<file path="config.mk">
export PLATFORM = sky130hd
export DESIGN_NAME = masku_top
export DESIGN_NICKNAME = d
export VERILOG_FILES = /design/src/common/masku_pkg.sv /design/src/common/masku_if.sv /design/src/masku/masku_insn_ctrl.sv /design/src/masku/masku_merge.sv /design/src/masku/masku_top.sv /design/src/result_queue.sv
export VERILOG_INCLUDE_DIRS = /design/src /design/src/common
export SDC_FILE = /design/constraint.sdc
export NUM_CORES = 1
export LEC_CHECK = 0
export BUFFER_PORTS_ARGS = -buffer_cell sky130_fd_sc_hd__buf_4
export CAP_MARGIN = 20
export CORE_UTILIZATION = 23
export DETAILED_ROUTE_END_ITERATION = 12
export PLACE_DENSITY_LB_ADDON = 0.05
export SYNTH_ARGS = -nofsm -noshare
export SYNTH_HDL_FRONTEND = slang
export SYNTH_SLANG_ARGS = --single-unit
</file>
<file path="constraint.sdc">
create_clock -name clk_i -period 4.1 [get_ports clk_i]
set_input_delay 0.41 -clock clk_i [delete_from_list [all_inputs] [get_ports clk_i]]
set_output_delay 0.41 -clock clk_i [all_outputs]
set_load 0.05 [all_outputs]
</file>
<file path="src/common/masku_params.svh">
`ifndef MASKU_PARAMS_SVH
`define MASKU_PARAMS_SVH

////////////////////
// Datapath widths
////////////////////

// Bits per operand beat and per written mask word
`define MASKU_WORD_W 64

// Vector length, wide enough to hold vl = 1024
`define MASKU_VL_W 11

// Register file word address
`define MASKU_ADDR_W 8

// Instruction id from the sequencer
`define MASKU_ID_W 3

// Merged words waiting for the register file
`define MASKU_RQ_DEPTH 2

`endif

</file>
<file path="src/common/masku_pkg.sv">
package masku_pkg;

  `include "masku_params.svh"

  ////////////////////
  // Width types
  ////////////////////

  // One mask word, one bit per element
  typedef logic [`MASKU_WORD_W-1:0] word_t;

  // Vector length, also used for remaining body bits and word counts
  typedef logic [`MASKU_VL_W-1:0] vl_t;

  // Word address inside the vector register file
  typedef logic [`MASKU_ADDR_W-1:0] vaddr_t;

  // Sequencer instruction id
  typedef logic [`MASKU_ID_W-1:0] vid_t;

  ////////////////////
  // Control FSM
  ////////////////////

  // IDLE waits for a request, ISSUE consumes beats,
  // COMMIT waits for the last register file write
  typedef enum logic [1:0] {
    IDLE,
    ISSUE,
    COMMIT
  } ctrl_state_e;

endpackage

</file>
<file path="src/common/masku_if.sv">
`timescale 1ns/100ps

`include "masku_params.svh"

// Per-beat context from the instruction control to the merge stage
interface beat_if;

  // Instruction in issue phase
  logic               active;
  // High when the instruction is unmasked
  logic               vm;
  // Body bits not yet issued
  masku_pkg::vl_t     remaining;
  // Destination word address of the current beat
  masku_pkg::vaddr_t  addr;
  masku_pkg::vid_t    id;
  // One beat consumed in this cycle
  logic               fire;

  modport ctrl (
    output active, vm, remaining, addr, id,
    input  fire
  );

  modport merge (
    input  active, vm, remaining, addr, id,
    output fire
  );

endinterface

// Merged words on their way to the result queue
interface result_if;

  logic               valid;
  logic               ready;
  masku_pkg::word_t   data;
  masku_pkg::vaddr_t  addr;
  masku_pkg::vid_t    id;

  modport src (output valid, data, addr, id, input ready);

  modport dst (input valid, data, addr, id, output ready);

endinterface

</file>
<file path="src/masku/masku_insn_ctrl.sv">
`timescale 1ns/100ps

`include "masku_params.svh"

module masku_insn_ctrl (
  input  logic               clk_i,
  input  logic               rst_ni,
  input  logic               req_valid_i,
  output logic               req_ready_o,
  input  masku_pkg::vid_t    req_id_i,
  input  masku_pkg::vl_t     req_vl_i,
  input  masku_pkg::vaddr_t  req_vd_i,
  input  logic               req_vm_i,
  beat_if.ctrl               beat,
  input  logic               wr_fire_i,
  output logic               done_o,
  output masku_pkg::vid_t    done_id_o
);

  masku_pkg::ctrl_state_e state_d, state_q;
  // Body bits still to issue, words still to write
  masku_pkg::vl_t         remaining_q;
  masku_pkg::vl_t         commit_cnt_q;
  masku_pkg::vl_t         req_words;
  masku_pkg::vaddr_t      addr_q;
  masku_pkg::vid_t        id_q;
  logic                   vm_q;
  logic                   accept;
  logic                   last_beat;
  logic                   last_write;

  // Only one instruction in flight
  assign req_ready_o = (state_q == masku_pkg::IDLE);
  assign accept      = req_valid_i & req_ready_o;

  // Final beat once at most one word of body bits is left
  assign last_beat  = beat.fire &
                      (remaining_q <= masku_pkg::vl_t'(`MASKU_WORD_W));
  assign last_write = wr_fire_i & (commit_cnt_q == masku_pkg::vl_t'(1));

  // Words per instruction, vl rounded up; vl of zero still writes one word
  always_comb begin
    req_words = (req_vl_i + masku_pkg::vl_t'(`MASKU_WORD_W - 1)) >> $clog2(`MASKU_WORD_W);
    if (req_vl_i == '0) begin
      req_words = masku_pkg::vl_t'(1);
    end
  end

  ////////////////////
  // FSM
  ////////////////////

  always_comb begin
    state_d = state_q;
    unique case (state_q)
      masku_pkg::IDLE:   if (accept)     state_d = masku_pkg::ISSUE;
      masku_pkg::ISSUE:  if (last_beat)  state_d = masku_pkg::COMMIT;
      masku_pkg::COMMIT: if (last_write) state_d = masku_pkg::IDLE;
      default:                           state_d = masku_pkg::IDLE;
    endcase
  end

  always_ff @(posedge clk_i or negedge rst_ni) begin
    if (!rst_ni) begin
      state_q      <= masku_pkg::IDLE;
      remaining_q  <= '0;
      commit_cnt_q <= '0;
      done_o       <= 1'b0;
    end else begin
      state_q <= state_d;
      // Pulse in the cycle after the last write
      done_o  <= last_write;
      if (accept) begin
        remaining_q  <= req_vl_i;
        commit_cnt_q <= req_words;
      end else begin
        // Saturating step of one word per consumed beat
        if (beat.fire) begin
          if (remaining_q > masku_pkg::vl_t'(`MASKU_WORD_W)) begin
            remaining_q <= remaining_q - masku_pkg::vl_t'(`MASKU_WORD_W);
          end else begin
            remaining_q <= '0;
          end
        end
        if (wr_fire_i) begin
          commit_cnt_q <= commit_cnt_q - masku_pkg::vl_t'(1);
        end
      end
    end
  end

  // Instruction fields, next address steps with every beat
  always_ff @(posedge clk_i) begin
    if (accept) begin
      id_q   <= req_id_i;
      vm_q   <= req_vm_i;
      addr_q <= req_vd_i;
    end else if (beat.fire) begin
      addr_q <= addr_q + masku_pkg::vaddr_t'(1);
    end
  end

  assign beat.active    = (state_q == masku_pkg::ISSUE);
  assign beat.vm        = vm_q;
  assign beat.remaining = remaining_q;
  assign beat.addr      = addr_q;
  assign beat.id        = id_q;

  // Id stays stable until the next request is taken
  assign done_id_o = id_q;

endmodule

</file>
<file path="src/masku/masku_merge.sv">
`timescale 1ns/100ps

`include "masku_params.svh"

module masku_merge (
  // New result bits
  input  masku_pkg::word_t opa_data_i,
  input  logic             opa_valid_i,
  output logic             opa_ready_o,
  // Old destination word
  input  masku_pkg::word_t opb_data_i,
  input  logic             opb_valid_i,
  output logic             opb_ready_o,
  // Mask word
  input  masku_pkg::word_t opm_data_i,
  input  logic             opm_valid_i,
  output logic             opm_ready_o,
  beat_if.merge            beat,
  result_if.src            res
);

  // Tail length inside a partial word
  logic [$clog2(`MASKU_WORD_W)-1:0] tail_len;
  masku_pkg::word_t                 body_en;
  masku_pkg::word_t                 bit_en;
  logic                             operands_valid;

  ////////////////////
  // Bit enable
  ////////////////////

  assign tail_len = beat.remaining[$clog2(`MASKU_WORD_W)-1:0];

  // Whole word in the body, or only the bits below the remaining count
  always_comb begin
    if (beat.remaining >= masku_pkg::vl_t'(`MASKU_WORD_W)) begin
      body_en = '1;
    end else begin
      body_en = ~({`MASKU_WORD_W{1'b1}} << tail_len);
    end
  end

  // Masked instructions also need the mask bit set
  assign bit_en = beat.vm ? body_en : (body_en & opm_data_i);

  // Enabled bits from a, all others keep the old value
  assign res.data = (opa_data_i & bit_en) | (opb_data_i & ~bit_en);
  assign res.addr = beat.addr;
  assign res.id   = beat.id;

  ////////////////////
  // Operand join
  ////////////////////

  // Mask channel only matters for masked instructions
  assign operands_valid = opa_valid_i & opb_valid_i & (opm_valid_i | beat.vm);

  // Valid does not look at ready, so it holds under back-pressure
  assign res.valid = beat.active & operands_valid;
  assign beat.fire = res.valid & res.ready;

  // Operands are popped together with the queue push
  assign opa_ready_o = beat.fire;
  assign opb_ready_o = beat.fire;
  assign opm_ready_o = beat.fire & ~beat.vm;

endmodule

</file>
<file path="src/masku/masku_top.sv">
`timescale 1ns/100ps

module masku_top (
  input  logic               clk_i,
  input  logic               rst_ni,
  // Sequencer request
  input  logic               req_valid_i,
  output logic               req_ready_o,
  input  masku_pkg::vid_t    req_id_i,
  input  masku_pkg::vl_t     req_vl_i,
  input  masku_pkg::vaddr_t  req_vd_i,
  input  logic               req_vm_i,
  // New result bits from the lanes
  input  masku_pkg::word_t   opa_data_i,
  input  logic               opa_valid_i,
  output logic               opa_ready_o,
  // Old destination value
  input  masku_pkg::word_t   opb_data_i,
  input  logic               opb_valid_i,
  output logic               opb_ready_o,
  // Mask register
  input  masku_pkg::word_t   opm_data_i,
  input  logic               opm_valid_i,
  output logic               opm_ready_o,
  // Register file write
  output logic               wr_valid_o,
  input  logic               wr_ready_i,
  output masku_pkg::vaddr_t  wr_addr_o,
  output masku_pkg::word_t   wr_data_o,
  output masku_pkg::vid_t    wr_id_o,
  // Completion
  output logic               done_o,
  output masku_pkg::vid_t    done_id_o
);

  beat_if   beat ();
  result_if res ();

  // Register file handshake, counted by the commit side
  logic wr_fire;
  assign wr_fire = wr_valid_o & wr_ready_i;

  ////////////////////
  // Instruction control
  ////////////////////

  masku_insn_ctrl u_insn_ctrl (
    .clk_i       (clk_i),
    .rst_ni      (rst_ni),
    .req_valid_i (req_valid_i),
    .req_ready_o (req_ready_o),
    .req_id_i    (req_id_i),
    .req_vl_i    (req_vl_i),
    .req_vd_i    (req_vd_i),
    .req_vm_i    (req_vm_i),
    .beat        (beat.ctrl),
    .wr_fire_i   (wr_fire),
    .done_o      (done_o),
    .done_id_o   (done_id_o)
  );

  ////////////////////
  // Merge
  ////////////////////

  masku_merge u_merge (
    .opa_data_i  (opa_data_i),
    .opa_valid_i (opa_valid_i),
    .opa_ready_o (opa_ready_o),
    .opb_data_i  (opb_data_i),
    .opb_valid_i (opb_valid_i),
    .opb_ready_o (opb_ready_o),
    .opm_data_i  (opm_data_i),
    .opm_valid_i (opm_valid_i),
    .opm_ready_o (opm_ready_o),
    .beat        (beat.merge),
    .res         (res.src)
  );

  ////////////////////
  // Result queue
  ////////////////////

  result_queue u_result_queue (
    .clk_i      (clk_i),
    .rst_ni     (rst_ni),
    .res        (res.dst),
    .wr_valid_o (wr_valid_o),
    .wr_ready_i (wr_ready_i),
    .wr_addr_o  (wr_addr_o),
    .wr_data_o  (wr_data_o),
    .wr_id_o    (wr_id_o)
  );

endmodule

</file>
<file path="src/result_queue.sv">
`timescale 1ns/100ps

`include "masku_params.svh"

module result_queue (
  input  logic              clk_i,
  input  logic              rst_ni,
  result_if.dst             res,
  output logic              wr_valid_o,
  input  logic              wr_ready_i,
  output masku_pkg::vaddr_t wr_addr_o,
  output masku_pkg::word_t  wr_data_o,
  output masku_pkg::vid_t   wr_id_o
);

  localparam int unsigned ptr_w = (`MASKU_RQ_DEPTH > 1) ? $clog2(`MASKU_RQ_DEPTH) : 1;
  localparam int unsigned cnt_w = $clog2(`MASKU_RQ_DEPTH + 1);

  // Entry storage
  masku_pkg::word_t  data_mem [`MASKU_RQ_DEPTH];
  masku_pkg::vaddr_t addr_mem [`MASKU_RQ_DEPTH];
  masku_pkg::vid_t   id_mem   [`MASKU_RQ_DEPTH];

  logic [ptr_w-1:0] wr_ptr_q;
  logic [ptr_w-1:0] rd_ptr_q;
  logic [cnt_w-1:0] cnt_q;
  logic             push;
  logic             pop;

  // Back-pressure towards the merge stage when full
  assign res.ready = (cnt_q != cnt_w'(`MASKU_RQ_DEPTH));
  assign push      = res.valid & res.ready;
  assign pop       = wr_valid_o & wr_ready_i;

  always_ff @(posedge clk_i) begin
    if (push) begin
      data_mem[wr_ptr_q] <= res.data;
      addr_mem[wr_ptr_q] <= res.addr;
      id_mem[wr_ptr_q]   <= res.id;
    end
  end

  ////////////////////
  // Pointers and count
  ////////////////////

  always_ff @(posedge clk_i or negedge rst_ni) begin
    if (!rst_ni) begin
      wr_ptr_q <= '0;
      rd_ptr_q <= '0;
      cnt_q    <= '0;
    end else begin
      if (push) begin
        wr_ptr_q <= (wr_ptr_q == ptr_w'(`MASKU_RQ_DEPTH - 1)) ? '0 : wr_ptr_q + 1'b1;
      end
      if (pop) begin
        rd_ptr_q <= (rd_ptr_q == ptr_w'(`MASKU_RQ_DEPTH - 1)) ? '0 : rd_ptr_q + 1'b1;
      end
      // Push and pop in the same cycle leave the count unchanged
      if (push && !pop) begin
        cnt_q <= cnt_q + 1'b1;
      end else if (pop && !push) begin
        cnt_q <= cnt_q - 1'b1;
      end
    end
  end

  // Head entry goes out, valid one cycle after its push
  assign wr_valid_o = (cnt_q != '0);
  assign wr_data_o  = data_mem[rd_ptr_q];
  assign wr_addr_o  = addr_mem[rd_ptr_q];
  assign wr_id_o    = id_mem[rd_ptr_q];

endmodule

</file>
# == Word-level counts from Yosys, hierarchy flattened ==
# Memories as Yosys holds them, arrays and structs flattened.
# Cells that the tools add are included.
# op_classes
order_cmp,3
bitwise,17
n_addsub,8
n_eq_ne,7
shift,1
reduce_logical,11
n_mux,20
# ops
cell,n
bitwise AND 64 bit,3
2-to-1 mux 64 bit,2
inverter 64 bit,2
OR 64 bit,1
"<< shifter 64 x 6 -> 64 bit, first input constant",1
2-to-1 mux 11 bit,5
2-to-1 mux 8 bit,2
"adder 11 x 6 -> 11 bit, second input constant",1
"== test 11 x 1 -> 1 bit, second input constant",1
">= comparator 11 x 7 -> 1 bit, second input constant",1
"greater-than comparator 11 x 7 -> 1 bit, second input constant",1
"less-or-equal comparator 11 x 7 -> 1 bit, second input constant",1
zero test 11 bit,1
"subtractor 11 x 1 -> 11 bit, second input constant",1
"subtractor 11 x 7 -> 11 bit, second input constant",1
2-to-1 mux 2 bit,5
bitwise AND 1 bit,9
"adder 8 x 1 -> 8 bit, second input constant",1
nonzero test 2 bit,4
"!= test 2 bit, second input constant",3
one-hot mux 2 bit (3 select lines),1
2-to-1 mux 5 bit,1
2-to-1 mux 1 bit,4
AND reduction 3 bit,1
other kinds (11),14
# word_totals
ramBits,150
memories,3
regBits,41
wordCells,80
# mem_list
name,depth,word_bits,rd,rd_ports_with_merged_regs,wr,line_no,rtl
u_result_queue.data_mem,2,64,1,0,1,result_queue.sv:20,masku_pkg::word_t data_mem [`MASKU_RQ_DEPTH];
u_result_queue.addr_mem,2,8,1,0,1,result_queue.sv:21,masku_pkg::vaddr_t addr_mem [`MASKU_RQ_DEPTH];
u_result_queue.id_mem,2,3,1,0,1,result_queue.sv:22,masku_pkg::vid_t id_mem [`MASKU_RQ_DEPTH];

# == Longest topological paths before layout ==
# logic_depth
depth_word,8
depth_mapped,8

# == Modules after synthesis ==
# A second synthesis with hierarchy kept.
# unflattened
cells_unflattened,701
area_unflattened_um2,9549.2
# by_module_without_submodules
module,cells_each,area_each_um2,n_inst
result_queue,251,5760.5,1
masku_insn_ctrl,203,1961.9,1
masku_merge,246,1820.5,1
masku_top,1,6.3,1

# == Least setup slack after synthesis ==
# OpenSTA, ideal clock, no wires.
# synth_timing
kind,register to register
start,register u_insn_ctrl.state_q[1]
end,"memory u_result_queue.addr_mem[0][0] in the netlist's numbering, enable pin"
stages_incl_launch_ff,4
path_buffers,0
period_less_slack_ns,4.465
setup_ns,0.509
path_slack_ns,-0.365
t_arrival_ns,3.956
cell_sequence,dfrtp_1 and4b_1 o221ai_2 nor2_1
# synth_via
elab_chain_cells,5
# synth_lines
item,line_no,rtl
"start, declared",masku_insn_ctrl.sv:20,"masku_pkg::ctrl_state_e state_d, state_q;"
"start signal, assigned",masku_insn_ctrl.sv:65,state_q <= masku_pkg::IDLE;
"start signal, assigned",masku_insn_ctrl.sv:70,state_q <= state_d;
== test 2 x 1 -> 1 bit,masku_insn_ctrl.sv:103,assign beat.active = (state_q == masku_pkg::ISSUE);
bitwise AND 1 bit,masku_merge.sv:59,assign res.valid = beat.active & operands_valid;
bitwise AND 1 bit,result_queue.sv:32,assign push = res.valid & res.ready;
2-to-1 mux 1 bit,result_queue.sv:36,if (push) begin
2-to-1 mux 1 bit (implied by the code),result_queue.sv:38,addr_mem[wr_ptr_q] <= res.addr;
"end, declared",result_queue.sv:21,
# No other way between the ends.

# == Final worst setup path ==
# layout_timing
start,register u_result_queue.rd_ptr_q
end,output wr_data_o[13]
# layout_via
elab_chain_cells,1
# layout_lines
item,line_no,rtl
"start, declared",result_queue.sv:25,logic [ptr_w-1:0] rd_ptr_q;
"start signal, assigned",result_queue.sv:57,rd_ptr_q <= (rd_ptr_q == ptr_w'(`MASKU_RQ_DEPTH - 1)) ? '0 : rd_ptr_q + 1'b1;
memory read (2 x 64 bit),--,
"end, declared",masku_top.sv:29,"output masku_pkg::word_t wr_data_o,"
# No other way between the ends.

==> results.json <==
{
  "yosysUniqueCellTypes": 59,
  "final-setup-viol-count": 0,
  "power.internal_mw": 4.89,
  "clock_latency_ns": 0.45,
  "drt_iter0_markers": 340,
  "tightest_slew_ns": 0.900,
  "crit_fanout": 39,
  "die_h_um": 202,
  "synth_fp_nets": 910,
  "syn-cell-area_um2": 9200,
  "seq_power_share": 0.342,
  "p_sw_frac": 0.421,
  "ir_drop_mv": 0.374,
  "start_util": 0.236,
  "cts_tree": "done",
  "fin_tns_setup_ns": 0,
  "power_density_nw_per_um2": 665,
  "avgSynthCellArea_um2": 13.5,
  "n_fill_cell": 3978,
  "cap_violations": 0,
  "ys_seq_elements": 191,
  "crit_type": "reg -> out",
  "layout-drive-gt1-share": 0.499,
  "setup_ws_ns": 1.22,
  "drt_pre_antenna_iters": 4,
  "grt_usage": 0.169,
  "finalWirelength_um": 34300,
  "final_nets": 1212,
  "h-tree-depth": 4,
  "startpoint_type": "register",
  "io-pin-count": 306,
  "grt_max_degree": 66,
  "slew_headroom": 0.400,
  "grt_pass1_vias": 7198,
  "required_ns": 3.69,
  "finalHoldViolations": 0,
  "pwr-share-clk": 0.205,
  "p_comb_frac": 0.453,
  "antenna_left": 0,
  "dp_hpwl_um": 25900,
  "syn_inst": 682,
  "dr_total_vias": 6766,
  "area_delta_synth_final_pct": 38.1,
  "routabilityCongestion": 0.745,
  "cts_buffer_depth": 2,
  "globalRouteOverflowTotal": 0,
  "ys_seq_area_frac": 0.608,
  "fp.coreArea_um2": 39000,
  "wirelength_met1_um": 14800,
  "rows": 72,
  "status": "complete, no violations",
  "clk_pin_slew_worst_paths_ns": 0.07,
  "mostFrequentLayoutCells": "buf_4, edfxtp_1, mux2_2, nor2_1, nand2_1",
  "cts_sinks": 191,
  "p_leak_nw": 4.84,
  "layout_commonest_cell": "buf_4",
  "met2_length_um": 16900,
  "via_per_inst": 4.46,
  "final.period_utilization": 0.703,
  "grt_first_pass_wirelength_um": 49200,
  "wl_per_cell_um": 22.6,
  "ys.warnings.count": 0,
  "routed.top_layer": "met5",
  "portBuffers": 305,
  "hold_path_class": "in -> reg",
  "rsz0062_at_grt": "false",
  "pre_cts_ws_ns": 1.41,
  "arrival_ns": 2.47,
  "ctsResizeCount": 0,
  "fin_crit_ns": 2.88,
  "slew_violations": 0,
  "clock.fmax_ghz": 0.347,
  "die_w_um": 202,
  "worst_setup_path_end_kind": "output pin",
  "p_sw_mw": 3.56,
  "drcViolationCount": 0,
  "dieArea_um2": 40800,
  "cts_buffers": 17,
  "cts_root_buf": "clkbuf_16",
  "dr_wl_met3_um": 1940,
  "skew_ns": 0.0120,
  "antenna_found_initial": 4
}
==> per-stage QoR <==
stage / power (mW) / cell area, µm² / hold slack, ns / instances / util
5_1_grt: 8.89 / 12700 / 0.102 / 1516 / 0.326
3_3_place_gp: 6.85 / 12100 / 0.387 / 1482 / 0.310
4_1_cts: 8.61 / 12700 / 0.0990 / 1515 / 0.325
6_report: 8.45 / 12700 / 0.129 / 1518 / 0.326
3_5_place_dp: 6.84 / 12100 / 0.382 / 1482 / 0.310
2_1_floorplan: 5.47 / 9200 / 0.114 / 682 / -
==> routing by layer <==
| layer | up-vias | global-route usage |
|---|---|---|
| met1 | 3338 | 0.210 |
| met5 | - | 0 |
| met3 | 30 | 0.0437 |
| met2 | 192 | 0.285 |
| met4 | 2 | 0.0506 |
| li1 | 3204 | - |
==> registers in the layout (all words and copies together) (netlist names), 2 cells and up <==
signal	count
u_result_queue.data_mem	128
u_result_queue.cnt_q	2
u_result_queue.addr_mem	16
u_insn_ctrl.beat.addr	8
u_insn_ctrl.commit_cnt_q	11
u_insn_ctrl.beat.id	3
u_result_queue.id_mem	6
u_insn_ctrl.beat.remaining	11
u_insn_ctrl.state_q	2
==> final cells by class <==
| cell class | count | area [µm²] | area share |
|---|---|---|---|
| clock buffers | 17 | 425 | 0.0335 |
| clock inverters | 15 | 168 | 0.0132 |
| repair buffers | 317 | 2410 | 0.190 |
| multi-input cells | 444 | 3400 | 0.268 |
| inverters | 13 | 48.8 | 0.00384 |
| diodes | 3 | 7.51 | 0.000591 |
| flip-flops and latches | 191 | 5590 | 0.440 |
| well taps | 518 | 648 | 0.0510 |
==> synth_stat cells (all sizes together) <==
cell / n / area [µm²]
edfxtp: 162 / 4860
mux2: 139 / 1570
nor2: 56 / 210
o21ai: 41 / 213
nand2: 38 / 143
o22ai: 30 / 188
dfrtp: 29 / 726
a21oi: 21 / 105
clkbuf: 19 / 72.6
buf: 15 / 90.1
xor2: 14 / 123
inv: 12 / 45.0
nor3: 11 / 60.1
nand3: 10 / 55.1
xnor2: 10 / 87.6
o32ai: 8 / 70.1
o2bb2ai: 7 / 61.3
and3: 6 / 37.5
ha: 6 / 75.1
and2: 4 / 25.0
nor4: 4 / 55.1
a31oi: 3 / 18.8
nor4b: 3 / 26.3
o31ai: 3 / 22.5
or2: 3 / 18.8
a211oi: 2 / 20.0
a221o: 2 / 20.0
and4b: 2 / 20.0
nand4: 2 / 12.5
o211ai: 2 / 20.0
o21bai: 2 / 15.0
or3: 2 / 17.5
or4: 2 / 15.0
a21o: 1 / 7.51
a22o: 1 / 8.76
a22oi: 1 / 7.51
a31o: 1 / 8.76
a41oi: 1 / 8.76
clkinv: 1 / 3.75
nand2b: 1 / 6.26
nand3b: 1 / 7.51
nor2b: 1 / 6.26
nor3b: 1 / 7.51
o21a: 1 / 7.51
o221ai: 1 / 15.0
==> what timing repair did <==
| item | in CTS | in global routing |
|---|---|---|
| buffers inserted | 0 | 0 |
| endpoints found under the hold margin | 29 | 0 |
| hold buffers | 1 | 0 |
==> final timing paths <==
| path | start | end | slack [ns] | depth (start not counted) |
|---|---|---|---|---|
| min in group asynchronous | rst_ni | u_insn_ctrl.state_q[0] | 0.42 | 2 |
| max | u_result_queue.rd_ptr_q | wr_data_o[13] | 1.22 | 3 |
| max reg2reg | u_insn_ctrl.beat.remaining[7] | u_result_queue.data_mem[0][29] | 1.37 | 7 |
| min reg2reg | u_insn_ctrl.beat.id[1] | u_result_queue.id_mem[1][1] | 0.49 | 0 |
| max in group asynchronous | rst_ni | u_result_queue.rd_ptr_q | 3.32 | 2 |
| min | req_id_i[1] | u_insn_ctrl.beat.id[1] | 0.13 | 1 |
==> worst max-delay path, stage by stage, from the launching register on <==
cell and delay (ns):
dfrtp_4 0.87, buf_4 0.45, mux2_2 0.40, buf_4 0.20
==> cell families (layout without fill, tap and decap cells) <==
family,count (synthesis),after routing,synth area share
compound gates,128,128,0.0888
xor+xnor,24,24,0.0229
fa+ha+maj,6,6,0.00816
buf+inv,47,362,0.0230
flops,191,191,0.608
mux,139,139,0.171
other cells,0,3,0
simple gates,147,147,0.0786
==> power groups by stage <==
stage | Combinational [mW] | Sequential, mW | Clock [mW]
after detailed placement | 3.90 | 2.94 | 0
after global placement | 3.91 | 2.94 | 0
after floorplan | 2.71 | 2.76 | 0
after global routing | 4.09 | 2.95 | 1.85
after CTS | 3.91 | 2.90 | 1.80
final | 3.83 | 2.89 | 1.73
Power figures use the tool's default switching activity.
